===== src/flowCtrlPkg.sv =====
package flowCtrlPkg;

  // destination field width, taken from the top bits of every word
  localparam int DEST_W = 2;

  // one channel per destination code
  localparam int NUM_CH = 1 << DEST_W;

  // per-channel vector for strobes, masks, errors and credits
  typedef logic [NUM_CH-1:0] chMask_t;

  // flow-control FSM states
  typedef enum logic [2:0] {
    stReset,
    stInit,
    stIdle,
    stActive,
    stPause,
    stContinue,
    stError
  } fsmState_e;

endpackage


===== src/chanStatusIf.sv =====
`timescale 1ns/1ps

interface chanStatusIf;

  // occupancy flags of the output FIFOs
  flowCtrlPkg::chMask_t empty;
  flowCtrlPkg::chMask_t full;
  flowCtrlPkg::chMask_t almostFull;
  flowCtrlPkg::chMask_t almostEmpty;

  // destinations held back by the flow-control FSM
  flowCtrlPkg::chMask_t paused;

  // FIFO side drives the flags
  modport fifo (
    output empty, full, almostFull, almostEmpty
  );

  // FSM watches thresholds and owns the paused mask
  modport fsm (
    input  empty, full, almostFull, almostEmpty,
    output paused
  );

  // arbiter only needs to know where it may not write
  modport arb (
    input full, paused
  );

endinterface


===== src/syncFifo.sv =====
`timescale 1ns/1ps

module syncFifo #(
  parameter int WORD_W = 8,
  parameter int DEPTH  = 8,
  parameter int CNT_W  = 4
) (
  input  logic              CLK,
  input  logic              arstN,
  input  logic              push,
  input  logic [WORD_W-1:0] pushData,
  input  logic              pop,
  output logic [WORD_W-1:0] popData,
  input  logic [CNT_W-1:0]  lowThresh,
  input  logic [CNT_W-1:0]  highThresh,
  output logic              empty,
  output logic              full,
  output logic              almostFull,
  output logic              almostEmpty
);

  localparam int PTR_W = (DEPTH > 1) ? $clog2(DEPTH) : 1;

  logic [WORD_W-1:0] mem [DEPTH];
  logic [PTR_W-1:0]  wrPtr;
  logic [PTR_W-1:0]  rdPtr;
  logic [CNT_W-1:0]  count;
  logic              doPush;
  logic              doPop;

  // requests beyond the current fill are dropped
  assign doPush = push && !full;
  assign doPop  = pop && !empty;

  always_ff @(posedge CLK) begin
    if (doPush) begin
      mem[wrPtr] <= pushData;
    end
  end

  always_ff @(posedge CLK or negedge arstN) begin
    if (!arstN) begin
      wrPtr <= '0;
      rdPtr <= '0;
      count <= '0;
    end else begin
      if (doPush) begin
        wrPtr <= (wrPtr == PTR_W'(DEPTH - 1)) ? '0 : wrPtr + 1'b1;
      end
      if (doPop) begin
        rdPtr <= (rdPtr == PTR_W'(DEPTH - 1)) ? '0 : rdPtr + 1'b1;
      end
      case ({doPush, doPop})
        2'b10:   count <= count + 1'b1;
        2'b01:   count <= count - 1'b1;
        default: count <= count;
      endcase
    end
  end

  // head word is visible without a pop
  assign popData = mem[rdPtr];

  assign empty       = (count == '0);
  assign full        = (count == CNT_W'(DEPTH));
  assign almostFull  = (count >= highThresh);
  assign almostEmpty = (count <= lowThresh);

endmodule


===== src/flowCtrlFsm.sv =====
`timescale 1ns/1ps

module flowCtrlFsm #(
  parameter int DEPTH = 8,
  parameter int CNT_W = 4
) (
  input  logic                   CLK,
  input  logic                   arstN,
  input  logic                   init,
  input  flowCtrlPkg::chMask_t   inEmpty,
  chanStatusIf.fsm               outStat,
  input  logic [CNT_W-1:0]       lowThreshIn,
  input  logic [CNT_W-1:0]       highThreshIn,
  output logic [CNT_W-1:0]       lowThresh,
  output logic [CNT_W-1:0]       highThresh,
  output logic                   arbEnable,
  output logic                   initBusy,
  output logic                   idle,
  output flowCtrlPkg::chMask_t   stbPause,
  output flowCtrlPkg::chMask_t   stbContinue,
  output flowCtrlPkg::chMask_t   error,
  output flowCtrlPkg::fsmState_e state
);

  flowCtrlPkg::fsmState_e nextState;
  flowCtrlPkg::chMask_t   afPrev;
  flowCtrlPkg::chMask_t   aePrev;
  flowCtrlPkg::chMask_t   pausedQ;
  flowCtrlPkg::chMask_t   pauseRise;
  flowCtrlPkg::chMask_t   contRise;
  logic                   eventsOn;
  logic                   runNext;

  // threshold events are tracked only once traffic has started
  assign eventsOn = state inside {flowCtrlPkg::stActive, flowCtrlPkg::stPause,
                                  flowCtrlPkg::stContinue};

  assign arbEnable = eventsOn || (state == flowCtrlPkg::stIdle);

  assign runNext = nextState inside {flowCtrlPkg::stIdle, flowCtrlPkg::stActive,
                                     flowCtrlPkg::stPause, flowCtrlPkg::stContinue};

  // a destination is paused at most once until it drains
  assign pauseRise = eventsOn ? (outStat.almostFull & ~afPrev & ~pausedQ) : '0;
  assign contRise  = eventsOn ? (outStat.almostEmpty & ~aePrev & pausedQ) : '0;

  assign outStat.paused = pausedQ;

  always_comb begin
    nextState = state;
    case (state)
      flowCtrlPkg::stReset: begin
        nextState = flowCtrlPkg::stInit;
      end
      flowCtrlPkg::stInit: begin
        if (!init) begin
          nextState = flowCtrlPkg::stIdle;
        end
      end
      flowCtrlPkg::stIdle: begin
        if (|outStat.full) begin
          nextState = flowCtrlPkg::stError;
        end else if (!(&inEmpty)) begin
          nextState = flowCtrlPkg::stActive;
        end
      end
      flowCtrlPkg::stActive, flowCtrlPkg::stPause, flowCtrlPkg::stContinue: begin
        // overflow wins over any strobe
        if (|outStat.full) begin
          nextState = flowCtrlPkg::stError;
        end else if (|pauseRise) begin
          nextState = flowCtrlPkg::stPause;
        end else if (|contRise) begin
          nextState = flowCtrlPkg::stContinue;
        end else begin
          nextState = flowCtrlPkg::stActive;
        end
      end
      flowCtrlPkg::stError: begin
        // only the asynchronous reset gets out of here
        nextState = flowCtrlPkg::stError;
      end
      default: begin
        nextState = flowCtrlPkg::stReset;
      end
    endcase
  end

  always_ff @(posedge CLK or negedge arstN) begin
    if (!arstN) begin
      state       <= flowCtrlPkg::stReset;
      stbPause    <= '0;
      stbContinue <= '0;
      pausedQ     <= '0;
      error       <= '0;
      afPrev      <= '0;
      aePrev      <= '0;
      initBusy    <= 1'b0;
      idle        <= 1'b0;
      lowThresh   <= '0;
      highThresh  <= CNT_W'(DEPTH);
    end else begin
      state       <= nextState;
      stbPause    <= pauseRise;
      stbContinue <= contRise;
      pausedQ     <= (pausedQ | pauseRise) & ~contRise;
      // sticky until reset
      error       <= error | outStat.full;
      initBusy    <= (nextState == flowCtrlPkg::stInit);
      idle        <= runNext && (&inEmpty);
      if (eventsOn) begin
        afPrev <= outStat.almostFull;
        aePrev <= outStat.almostEmpty;
      end
      if (state == flowCtrlPkg::stInit) begin
        lowThresh <= lowThreshIn;
        // a threshold past the FIFO depth could never trigger
        highThresh <= (highThreshIn > CNT_W'(DEPTH)) ? CNT_W'(DEPTH) : highThreshIn;
      end
    end
  end

endmodule


===== src/rrArbiter.sv =====
`timescale 1ns/1ps

module rrArbiter #(
  parameter int WORD_W = 8
) (
  input  logic                                       CLK,
  input  logic                                       arstN,
  input  logic                                       enable,
  input  flowCtrlPkg::chMask_t                       inEmpty,
  input  logic [flowCtrlPkg::NUM_CH-1:0][WORD_W-1:0] inHead,
  output flowCtrlPkg::chMask_t                       inPop,
  chanStatusIf.arb                                   outStat,
  output flowCtrlPkg::chMask_t                       outPush,
  output logic [WORD_W-1:0]                          outWord
);

  localparam int IDX_W = $clog2(flowCtrlPkg::NUM_CH);

  logic [flowCtrlPkg::NUM_CH-1:0][flowCtrlPkg::DEST_W-1:0] headDest;
  flowCtrlPkg::chMask_t eligible;
  logic [IDX_W-1:0]     lastGrant;
  logic [IDX_W-1:0]     grant;
  logic [IDX_W-1:0]     idx;
  logic                 found;

  // destination decode and blocking check per input head
  always_comb begin
    for (int i = 0; i < flowCtrlPkg::NUM_CH; i++) begin
      headDest[i] = inHead[i][WORD_W-1 -: flowCtrlPkg::DEST_W];
      eligible[i] = enable && !inEmpty[i]
                    && !outStat.paused[headDest[i]] && !outStat.full[headDest[i]];
    end
  end

  // search starts one past the last winner
  always_comb begin
    found = 1'b0;
    grant = lastGrant;
    idx   = lastGrant;
    for (int k = 1; k <= flowCtrlPkg::NUM_CH; k++) begin
      // index wraps naturally, channel count is a power of two
      idx = lastGrant + IDX_W'(k);
      if (!found && eligible[idx]) begin
        found = 1'b1;
        grant = idx;
      end
    end
  end

  // pop and push happen on the same edge
  always_comb begin
    inPop   = '0;
    outPush = '0;
    if (found) begin
      inPop[grant]             = 1'b1;
      outPush[headDest[grant]] = 1'b1;
    end
  end

  assign outWord = inHead[grant];

  always_ff @(posedge CLK or negedge arstN) begin
    if (!arstN) begin
      // first search then starts at channel 0
      lastGrant <= IDX_W'(flowCtrlPkg::NUM_CH - 1);
    end else if (found) begin
      lastGrant <= grant;
    end
  end

endmodule


===== src/vcSwitch.sv =====
`timescale 1ns/1ps

module vcSwitch #(
  parameter int WORD_W = 8,
  parameter int DEPTH  = 8,
  parameter int CNT_W  = $clog2(DEPTH + 1)
) (
  input  logic                                       CLK,
  input  logic                                       arstN,
  input  logic                                       init,
  input  logic [CNT_W-1:0]                           lowThreshIn,
  input  logic [CNT_W-1:0]                           highThreshIn,
  input  flowCtrlPkg::chMask_t                       inPush,
  input  logic [flowCtrlPkg::NUM_CH-1:0][WORD_W-1:0] inData,
  output flowCtrlPkg::chMask_t                       creditReturn,
  input  flowCtrlPkg::chMask_t                       outPop,
  output logic [flowCtrlPkg::NUM_CH-1:0][WORD_W-1:0] outData,
  output flowCtrlPkg::chMask_t                       outEmpty,
  output logic                                       idle,
  output logic                                       initBusy,
  output flowCtrlPkg::chMask_t                       stbPause,
  output flowCtrlPkg::chMask_t                       stbContinue,
  output flowCtrlPkg::chMask_t                       error,
  output flowCtrlPkg::fsmState_e                     state
);

  flowCtrlPkg::chMask_t                       inEmpty;
  flowCtrlPkg::chMask_t                       inPop;
  flowCtrlPkg::chMask_t                       outPush;
  logic [flowCtrlPkg::NUM_CH-1:0][WORD_W-1:0] inHead;
  logic [WORD_W-1:0]                          outWord;
  logic [CNT_W-1:0]                           lowThresh;
  logic [CNT_W-1:0]                           highThresh;
  logic                                       arbEnable;

  chanStatusIf outStat ();

  for (genvar ch = 0; ch < flowCtrlPkg::NUM_CH; ch++) begin : gChan
    // input side, one per source, almost flags unused here
    syncFifo #(.WORD_W(WORD_W), .DEPTH(DEPTH), .CNT_W(CNT_W)) inFifo_i (
      .CLK(CLK), .arstN(arstN),
      .push(inPush[ch]), .pushData(inData[ch]),
      .pop(inPop[ch]), .popData(inHead[ch]),
      .lowThresh(lowThresh), .highThresh(highThresh),
      .empty(inEmpty[ch]), .full(),
      .almostFull(), .almostEmpty()
    );

    // output side, one per destination
    syncFifo #(.WORD_W(WORD_W), .DEPTH(DEPTH), .CNT_W(CNT_W)) outFifo_i (
      .CLK(CLK), .arstN(arstN),
      .push(outPush[ch]), .pushData(outWord),
      .pop(outPop[ch]), .popData(outData[ch]),
      .lowThresh(lowThresh), .highThresh(highThresh),
      .empty(outStat.empty[ch]), .full(outStat.full[ch]),
      .almostFull(outStat.almostFull[ch]), .almostEmpty(outStat.almostEmpty[ch])
    );
  end

  assign outEmpty = outStat.empty;

  rrArbiter #(.WORD_W(WORD_W)) rrArbiter_i (
    .CLK(CLK), .arstN(arstN),
    .enable(arbEnable),
    .inEmpty(inEmpty), .inHead(inHead), .inPop(inPop),
    .outStat(outStat.arb),
    .outPush(outPush), .outWord(outWord)
  );

  flowCtrlFsm #(.DEPTH(DEPTH), .CNT_W(CNT_W)) flowCtrlFsm_i (
    .CLK(CLK), .arstN(arstN),
    .init(init), .inEmpty(inEmpty),
    .outStat(outStat.fsm),
    .lowThreshIn(lowThreshIn), .highThreshIn(highThreshIn),
    .lowThresh(lowThresh), .highThresh(highThresh),
    .arbEnable(arbEnable), .initBusy(initBusy), .idle(idle),
    .stbPause(stbPause), .stbContinue(stbContinue),
    .error(error), .state(state)
  );

  // one credit back per input pop, a cycle later
  always_ff @(posedge CLK or negedge arstN) begin
    if (!arstN) begin
      creditReturn <= '0;
    end else begin
      creditReturn <= inPop;
    end
  end

endmodule


===== config.mk =====
export PLATFORM = sky130hd
export DESIGN_NAME = vcSwitch
export DESIGN_NICKNAME = d
export VERILOG_FILES = /design/src/flowCtrlPkg.sv /design/src/chanStatusIf.sv /design/src/syncFifo.sv /design/src/flowCtrlFsm.sv /design/src/rrArbiter.sv /design/src/vcSwitch.sv
export SDC_FILE = /design/constraint.sdc
export NUM_CORES = 1
export LEC_CHECK = 0
export ABC_AREA = 1
export BUFFER_PORTS_ARGS = -buffer_cell sky130_fd_sc_hd__buf_2
export CAP_MARGIN = 20
export CORE_MARGIN = 1.5
export CORE_UTILIZATION = 35
export DETAILED_ROUTE_END_ITERATION = 16
export PLACE_DENSITY = 0.48
export SYNTH_ARGS = -nofsm -noshare
export SYNTH_HDL_FRONTEND = slang
export SYNTH_SLANG_ARGS = --single-unit

===== constraint.sdc =====
create_clock -name CLK -period 5.1 [get_ports CLK]
set_clock_uncertainty 0.2 [all_clocks]
set_input_delay 1.02 -clock CLK [delete_from_list [all_inputs] [get_ports CLK]]
set_output_delay 1.02 -clock CLK [all_outputs]
set_load 0.02 [all_outputs]

==> results of run 1 <==
==> synth_stat cells (6+ instances only) <==
library cell,number
a211oi_1,8
a21oi_1,46
a221o_1,8
a31oi_1,33
buf_2,8
buf_4,7
buf_6,14
clkbuf_1,65
dfrtp_1,120
edfxtp_1,512
fa_1,8
ha_1,88
inv_1,165
nand2_1,335
nand2_2,16
nand3_1,98
nand3_2,14
nand4_1,30
nor2_1,415
nor2_2,16
nor3_1,17
nor4_1,6
o211ai_1,13
o21ai_0,279
o221ai_1,14
o22ai_1,55
or2_2,9
xnor2_1,14
xor2_1,12
==> logic make-up after synthesis <==
kind of cell	Yosys count	synth area share [%]
buf+inv	272	4.18
flops	635	65.8
xor+xnor	26	0.812
simple gates	972	15.0
fa+ha+maj	96	4.50
compound gates	478	9.74
==> metrics by stage <==
stage / instances / hold slack, ns / utilization [%]
floorplan: 2479 / 0.226 / -
global placement: 3586 / 0.251 / 37.6
detailed placement: 3586 / 0.258 / 37.6
CTS: 3720 / 0.275 / 40.6
global route: 3725 / 0.295 / 40.7
finish: 3725 / 0.272 / 40.7
==> layer usage <==
layer	vias up	part of all wire, %
met3	107	3.8
met2	308	49
li1	9036	-
met1	9109	44
met5	-	0.034
met4	4	2.5
==> flip-flops by register name (all words and copies together), names as in the netlist, 4 cells and up <==
name                          cells
flowCtrlFsm_i.aePrev              4
gChan.inFifo_i.rdPtr             12
gChan.inFifo_i.count             16
flowCtrlFsm_i.stbContinue         4
flowCtrlFsm_i.lowThresh           4
flowCtrlFsm_i.stbPause            4
gChan.outFifo_i.wrPtr            12
flowCtrlFsm_i.afPrev              4
gChan.outFifo_i.rdPtr            12
flowCtrlFsm_i.highThresh          4
gChan.outFifo_i.count            16
gChan.inFifo_i.wrPtr             12
flowCtrlFsm_i.outStat.paused      4
gChan.inFifo_i.mem              256
flowCtrlFsm_i.error               4
creditReturn                      4
gChan.outFifo_i.mem             256
==> worst max-delay path by stage <==
stage / from / end / slack [ns]
after detailed placement: gChan[3].outFifo_i.count[0] / gChan[3].outFifo_i.count[3] / 0.07
after global placement: gChan[3].outFifo_i.count[0] / gChan[3].outFifo_i.count[3] / 0.21
after CTS: gChan[3].outFifo_i.count[0] / gChan[3].outFifo_i.count[3] / 0.04
after floorplan: flowCtrlFsm_i.state[2] / gChan[3].outFifo_i.count[3] / 1.00
final: gChan[3].inFifo_i.rdPtr[0] / gChan[1].outFifo_i.count[3] / 0.44
after global routing: gChan[3].inFifo_i.rdPtr[0] / gChan[0].outFifo_i.count[3] / 0.04
==> worst max-delay path: stages, from the launching register on <==
cell	delay, ns
dfrtp_2	0.46
inv_6	0.22
nand2_1	0.09
nand3_1	0.07
nand3_1	0.19
nand2_1	0.23
nand2_1	0.09
nand3_2	0.11
nand3_2	0.08
nand2_1	0.11
nand3_1	0.11
nand2_2	0.16
nand4_4	0.25
nand2_8	0.20
nand2_1	0.09
nand2_1	0.08
nand2_1	0.06
nand2_2	0.13
nand3_2	0.21
ha_1	0.30
ha_1	0.33
nand2_1	0.07
nor2_1	0.04
a211oi_1	0.28
nor2_1	0.07
nor2_1	0.09
nand2_1	0.07
xor2_1	0.14
==> layout make-up <==
class                   count  area share, %
flip-flops and latches    635           57.3
multi-input cells        1573           26.3
well taps                1050           4.08
repair buffers            155           2.84
clock buffers              93           6.07
inverters                 178           2.11
clock inverters            41           1.25
==> repair_timing <==
item,CTS,global route
resized for setup,0,9
setup endpoints to repair,0,4
hold buffers,0,0
buffers inserted,0,2
==> impl_metrics.csv, run 1 <==
group,metric,value,unit
yosys,synth_top_area_cell,"edfxtp_1",
setup_path,worstSetupPathType,"reg -> reg",
timing,hold_viol_final,0,
placed_design,pre_cts_ws,0.0671,ns
setup_path,reg2reg_from,"gChan[3].inFifo_i.rdPtr[0]",
setup_path,r2r_slack,0.44,ns
run,drv_cap,0,
floorplan,die_h,286,um
cells_and_area,fin_area,32200,um2
clock_tree,cts_max_level,3,
grt,grt_pass1_wl,109000,um
floorplan,rows,103,
cells_and_area,fillerInstances,7608,
yosys,syn_area,28100,um2
setup_path,required,5.39,ns
timing,setup_ws,0.439,ns
yosys,synth_cell_type_count,49,
placed_design,post-dp-hpwl,46000,um
timing,period_share,91.4,%
clock_tree,clk_path_buf_depth,3,
yosys,yosys_warnings,0,
drt,drc,0,
cells_and_area,layout_commonest_cell,"edfxtp_1",
drt,drt_iter0_drc,1180,
grt,grt_usage,17.2,%
timing,fmax,215,MHz
grt,grt_pass1_vias,18500,
timing,min_period,4.66,ns
hold_path,hp-start,"flowCtrlFsm_i.error[2]",
hold_path,holdPathEnd,"flowCtrlFsm_i.error[2]",
grt,antenna_found_initial,2,
clock_tree,clock-sinks,635,
timing,setup_violations,0,
clock_tree,clock_latency,0.61,ns
setup_path,reg2reg_depth,27,
clock_tree,cts_made_buffers,74,
clock_tree,cts_tree,"built",
timing,slew_headroom,27.1,%
yosys,synth_top_area_share,54.8,%
outcome,status,"finished, final reports clean",
drt,vias,18600,
setup_path,critPathCaptureType,"flop",
placed_design,port_buffers,107,
timing,rsz0062_at_grt,"no",
grt,met2_usage,29.6,%
yosys,synth_nets,2626,
yosys,syn-instance-count,2479,
yosys,synth-edff-count,512,
drt,wl,70600,um
floorplan,io_pins,108,
grt,grt-ovfl-total,0,
yosys,synth_seq_area_share,65.8,%
cells_and_area,area_growth,14.8,%
setup_path,crit_fanout,33,
floorplan,die-width,286,um
drt,dr.pass1.iters,5,
clock_tree,cts-root-buf,"clkbuf_16",
yosys,synthTopCellsByArea,"edfxtp_1 (55%), dfrtp_1 (11%), nor2_1 (5.6%)",
setup_path,cp.arrival,4.95,ns
cells_and_area,layout.nets,2764,
setup_path,critPathLaunchType,"flop",
grt,use_met1,22.1,%
yosys,avgSynthCellArea,11.3,um2
drt,antenna_left,0,
cells_and_area,seq_area,18500,um2
cells_and_area,multi_input_area,8470,um2
timing,worstMarginPinSlew,1.09,ns
floorplan,coreArea,79100,um2
floorplan,initial_utilization,35.5,%
grt,busiest_layer,"met2",
drt,avgRoutedWirePerCell,19.0,um
hold_path,hp-class,"reg -> reg",
grt,grt_max_degree,94,
placed_design,place_area,29700,um2
timing,setup_tns,0,ns
drt,vias_per_cell,4.98,
grt,grt_util_met3,3.12,%
cells_and_area,antennaDiodeCount,0,
placed_design,place_congestion,0.825,
floorplan,dieArea,81900,um2
cells_and_area,layout_common_cells,"edfxtp_1 (512), nor2_1 (415), nand2_1 (335)",
yosys,async_reset_ff_share,19.4,%
setup_path,reg2reg_to,"gChan[1].outFifo_i.count[3]",
yosys,ys_ff_latch,635,
timing,drv_slew,0,
yosys,ys.flop_type,"edfxtp_1",
clock_tree,path_clk_slew,0.06,ns
cells_and_area,drive_gt1_share,12.6,%
hold_path,hold_depth,1,
Power of run 1 is left out: the tool's default activity adds up to more than one toggle a clock period on the data nets, which glitch-free logic cannot reach.
==> inputs of run 2 (changes only) <==
CELL_PAD_IN_SITES_DETAIL_PLACEMENT = 0   (was unset)
CELL_PAD_IN_SITES_GLOBAL_PLACEMENT = 1   (was unset)
PLACE_DENSITY = 0.57   (was 0.48)
==> impl_metrics.csv, run 2 (same netlist as run 1, synthesis figures left out) <==
group,metric,value,unit
outcome,status,"finished, final reports clean",
floorplan,coreArea,79100,um2
setup_path,cp.arrival,4.84,ns
clock_tree,cts_tree,"built",
floorplan,initial_utilization,35.5,%
setup_path,crit_fanout,12,
timing,worstMarginPinSlew,1.06,ns
setup_path,crit_start,"gChan[3].inFifo_i.rdPtr[1]",
drt,avgRoutedWirePerCell,19.0,um
timing,min_period,4.53,ns
cells_and_area,fillerInstances,7561,
floorplan,die_h,286,um
grt,grt-ovfl-total,0,
clock_tree,path_clk_slew,0.06,ns
clock_tree,cts_setup_buffers,0,
drt,drc,0,
placed_design,port_buffers,107,
setup_path,critPathCaptureType,"flop",
cells_and_area,layout_commonest_cell,"edfxtp_1",
placed_design,place_congestion,0.795,
grt,grt_pass1_wl,110000,um
drt,antenna_left,0,
cells_and_area,drive_gt1_share,12.7,%
run,drv_cap,0,
drt,drt_iter0_drc,1069,
clock_tree,cts-root-buf,"clkbuf_16",
setup_path,reg2reg_from,"gChan[3].inFifo_i.rdPtr[1]",
setup_path,worstSetupPathType,"reg -> reg",
cells_and_area,area_growth,14.6,%
cells_and_area,top_regs,"gChan.inFifo_i.mem: 256 flops, gChan.outFifo_i.mem: 256 flops",
setup_path,critPathLaunchType,"flop",
timing,hold_viol_final,0,
placed_design,post-dp-hpwl,47100,um
clock_tree,postCtsHoldBufs,0,
drt,vias,18500,
hold_path,hp-class,"in -> async",
floorplan,io_pins,108,
drt,wl,70900,um
grt,grt_pass1_vias,18500,
clock_tree,ctsResizeCount,0,
timing,setup_tns,0,ns
cells_and_area,seq_area,18500,um2
floorplan,rows,103,
setup_path,required,5.40,ns
timing,period_share,88.9,%
drt,dr.pass1.iters,5,
timing,drv_slew,0,
clock_tree,cts_max_level,3,
cells_and_area,layout_common_cells,"edfxtp_1 (512), nor2_1 (414), nand2_1 (335)",
timing,fmax,221,MHz
timing,setup_violations,0,
grt,grt_usage,17.5,%
cells_and_area,multi_input_area,8440,um2
cells_and_area,layout.nets,2765,
grt,grt_max_degree,69,
floorplan,dieArea,81900,um2
drt,vias_per_cell,4.98,
timing,slew_headroom,29.3,%
clock_tree,clock_latency,0.63,ns
timing,rsz0062_at_grt,"no",
grt,antenna_found_initial,2,
clock_tree,clock-sinks,635,
cells_and_area,fin_util,40.6,%
floorplan,die-width,286,um
clock_tree,cts_made_buffers,72,
clock_tree,clk_path_buf_depth,3,
==> run 2: cell types whose count changed in the layout (fill, tap and decap cells not counted), sizes merged <==
| cell | delta |
|---|---|
| bufinv | -5 |
| buf | +4 |
| inv | -2 |
| nand2 | -1 |
| diode | +1 |
| clkinv | -1 |
| clkinvlp | +5 |
==> run 2: final timing paths <==
kind / slack [ns] / endpoint / cells after the start
min reg2reg: 0.26 / flowCtrlFsm_i.error[3] / 1
max reg2reg: 0.57 / gChan[0].outFifo_i.count[3] / 27
max in group asynchronous: 3.52 / gChan[2].outFifo_i.rdPtr[1] / 2
max: 0.57 / gChan[0].outFifo_i.count[3] / 27
min in group CLK: 0.26 / flowCtrlFsm_i.error[3] / 1
min: 0.22 / gChan[1].inFifo_i.wrPtr[0] / 1
==> run 2: per-stage QoR <==
stage	cells	area, um2	setup slack (ns)	hold slack [ns]
after detailed placement	3594	29800	0.446	0.252
after global routing	3725	32100	0.0444	0.274
after global placement	3594	29800	0.438	0.250
after floorplan	2479	28100	1.00	0.226
final	3726	32100	0.568	0.221
after CTS	3725	32100	0.409	0.226
==> run 2: layout make-up <==
class / count / area share (%)
Clock buffer: 93 / 6.11
Sequential cell: 635 / 57.4
Multi-Input combinational cell: 1572 / 26.2
Tap cell: 1050 / 4.09
Timing Repair Buffer: 159 / 3.03
Inverter: 178 / 2.12
Clock inverter: 38 / 0.977
Antenna cell: 1 / 0.00778
==> run 2: routing by layer <==
layer / global-route usage [%] / wire (um) / vias to the layer above
li1: - / - / 9024
met1: 22.4 / 31300 / 9096
met2: 30.4 / 35400 / 326
met3: 2.82 / 2940 / 89
met4: 4.84 / 1240 / 2
met5: 0 / 10 / -
==> run 2: critical path, stage by stage (launching register included) <==
cell and delay (ns):
dfrtp_1 0.53, buf_4 0.24, nand3_1 0.09, nand3_1 0.21, nand2_1 0.16, nand2_1 0.11, nand3_2 0.08, nand3_2 0.09
nand2_1 0.08, nand2_1 0.12, nand2_2 0.09, nand2_4 0.11, nand3_4 0.11, nand2_4 0.12, nand2_4 0.11, nand2_1 0.12
nand3_1 0.13, nand2_4 0.16, nand3_4 0.19, ha_1 0.30, ha_1 0.33, nand2_1 0.07, nor2_1 0.03, a211oi_1 0.27
nor2_1 0.07, nor2_1 0.09, nand2_1 0.07, xor2_1 0.14
Power of run 2 is left out for the same reason.
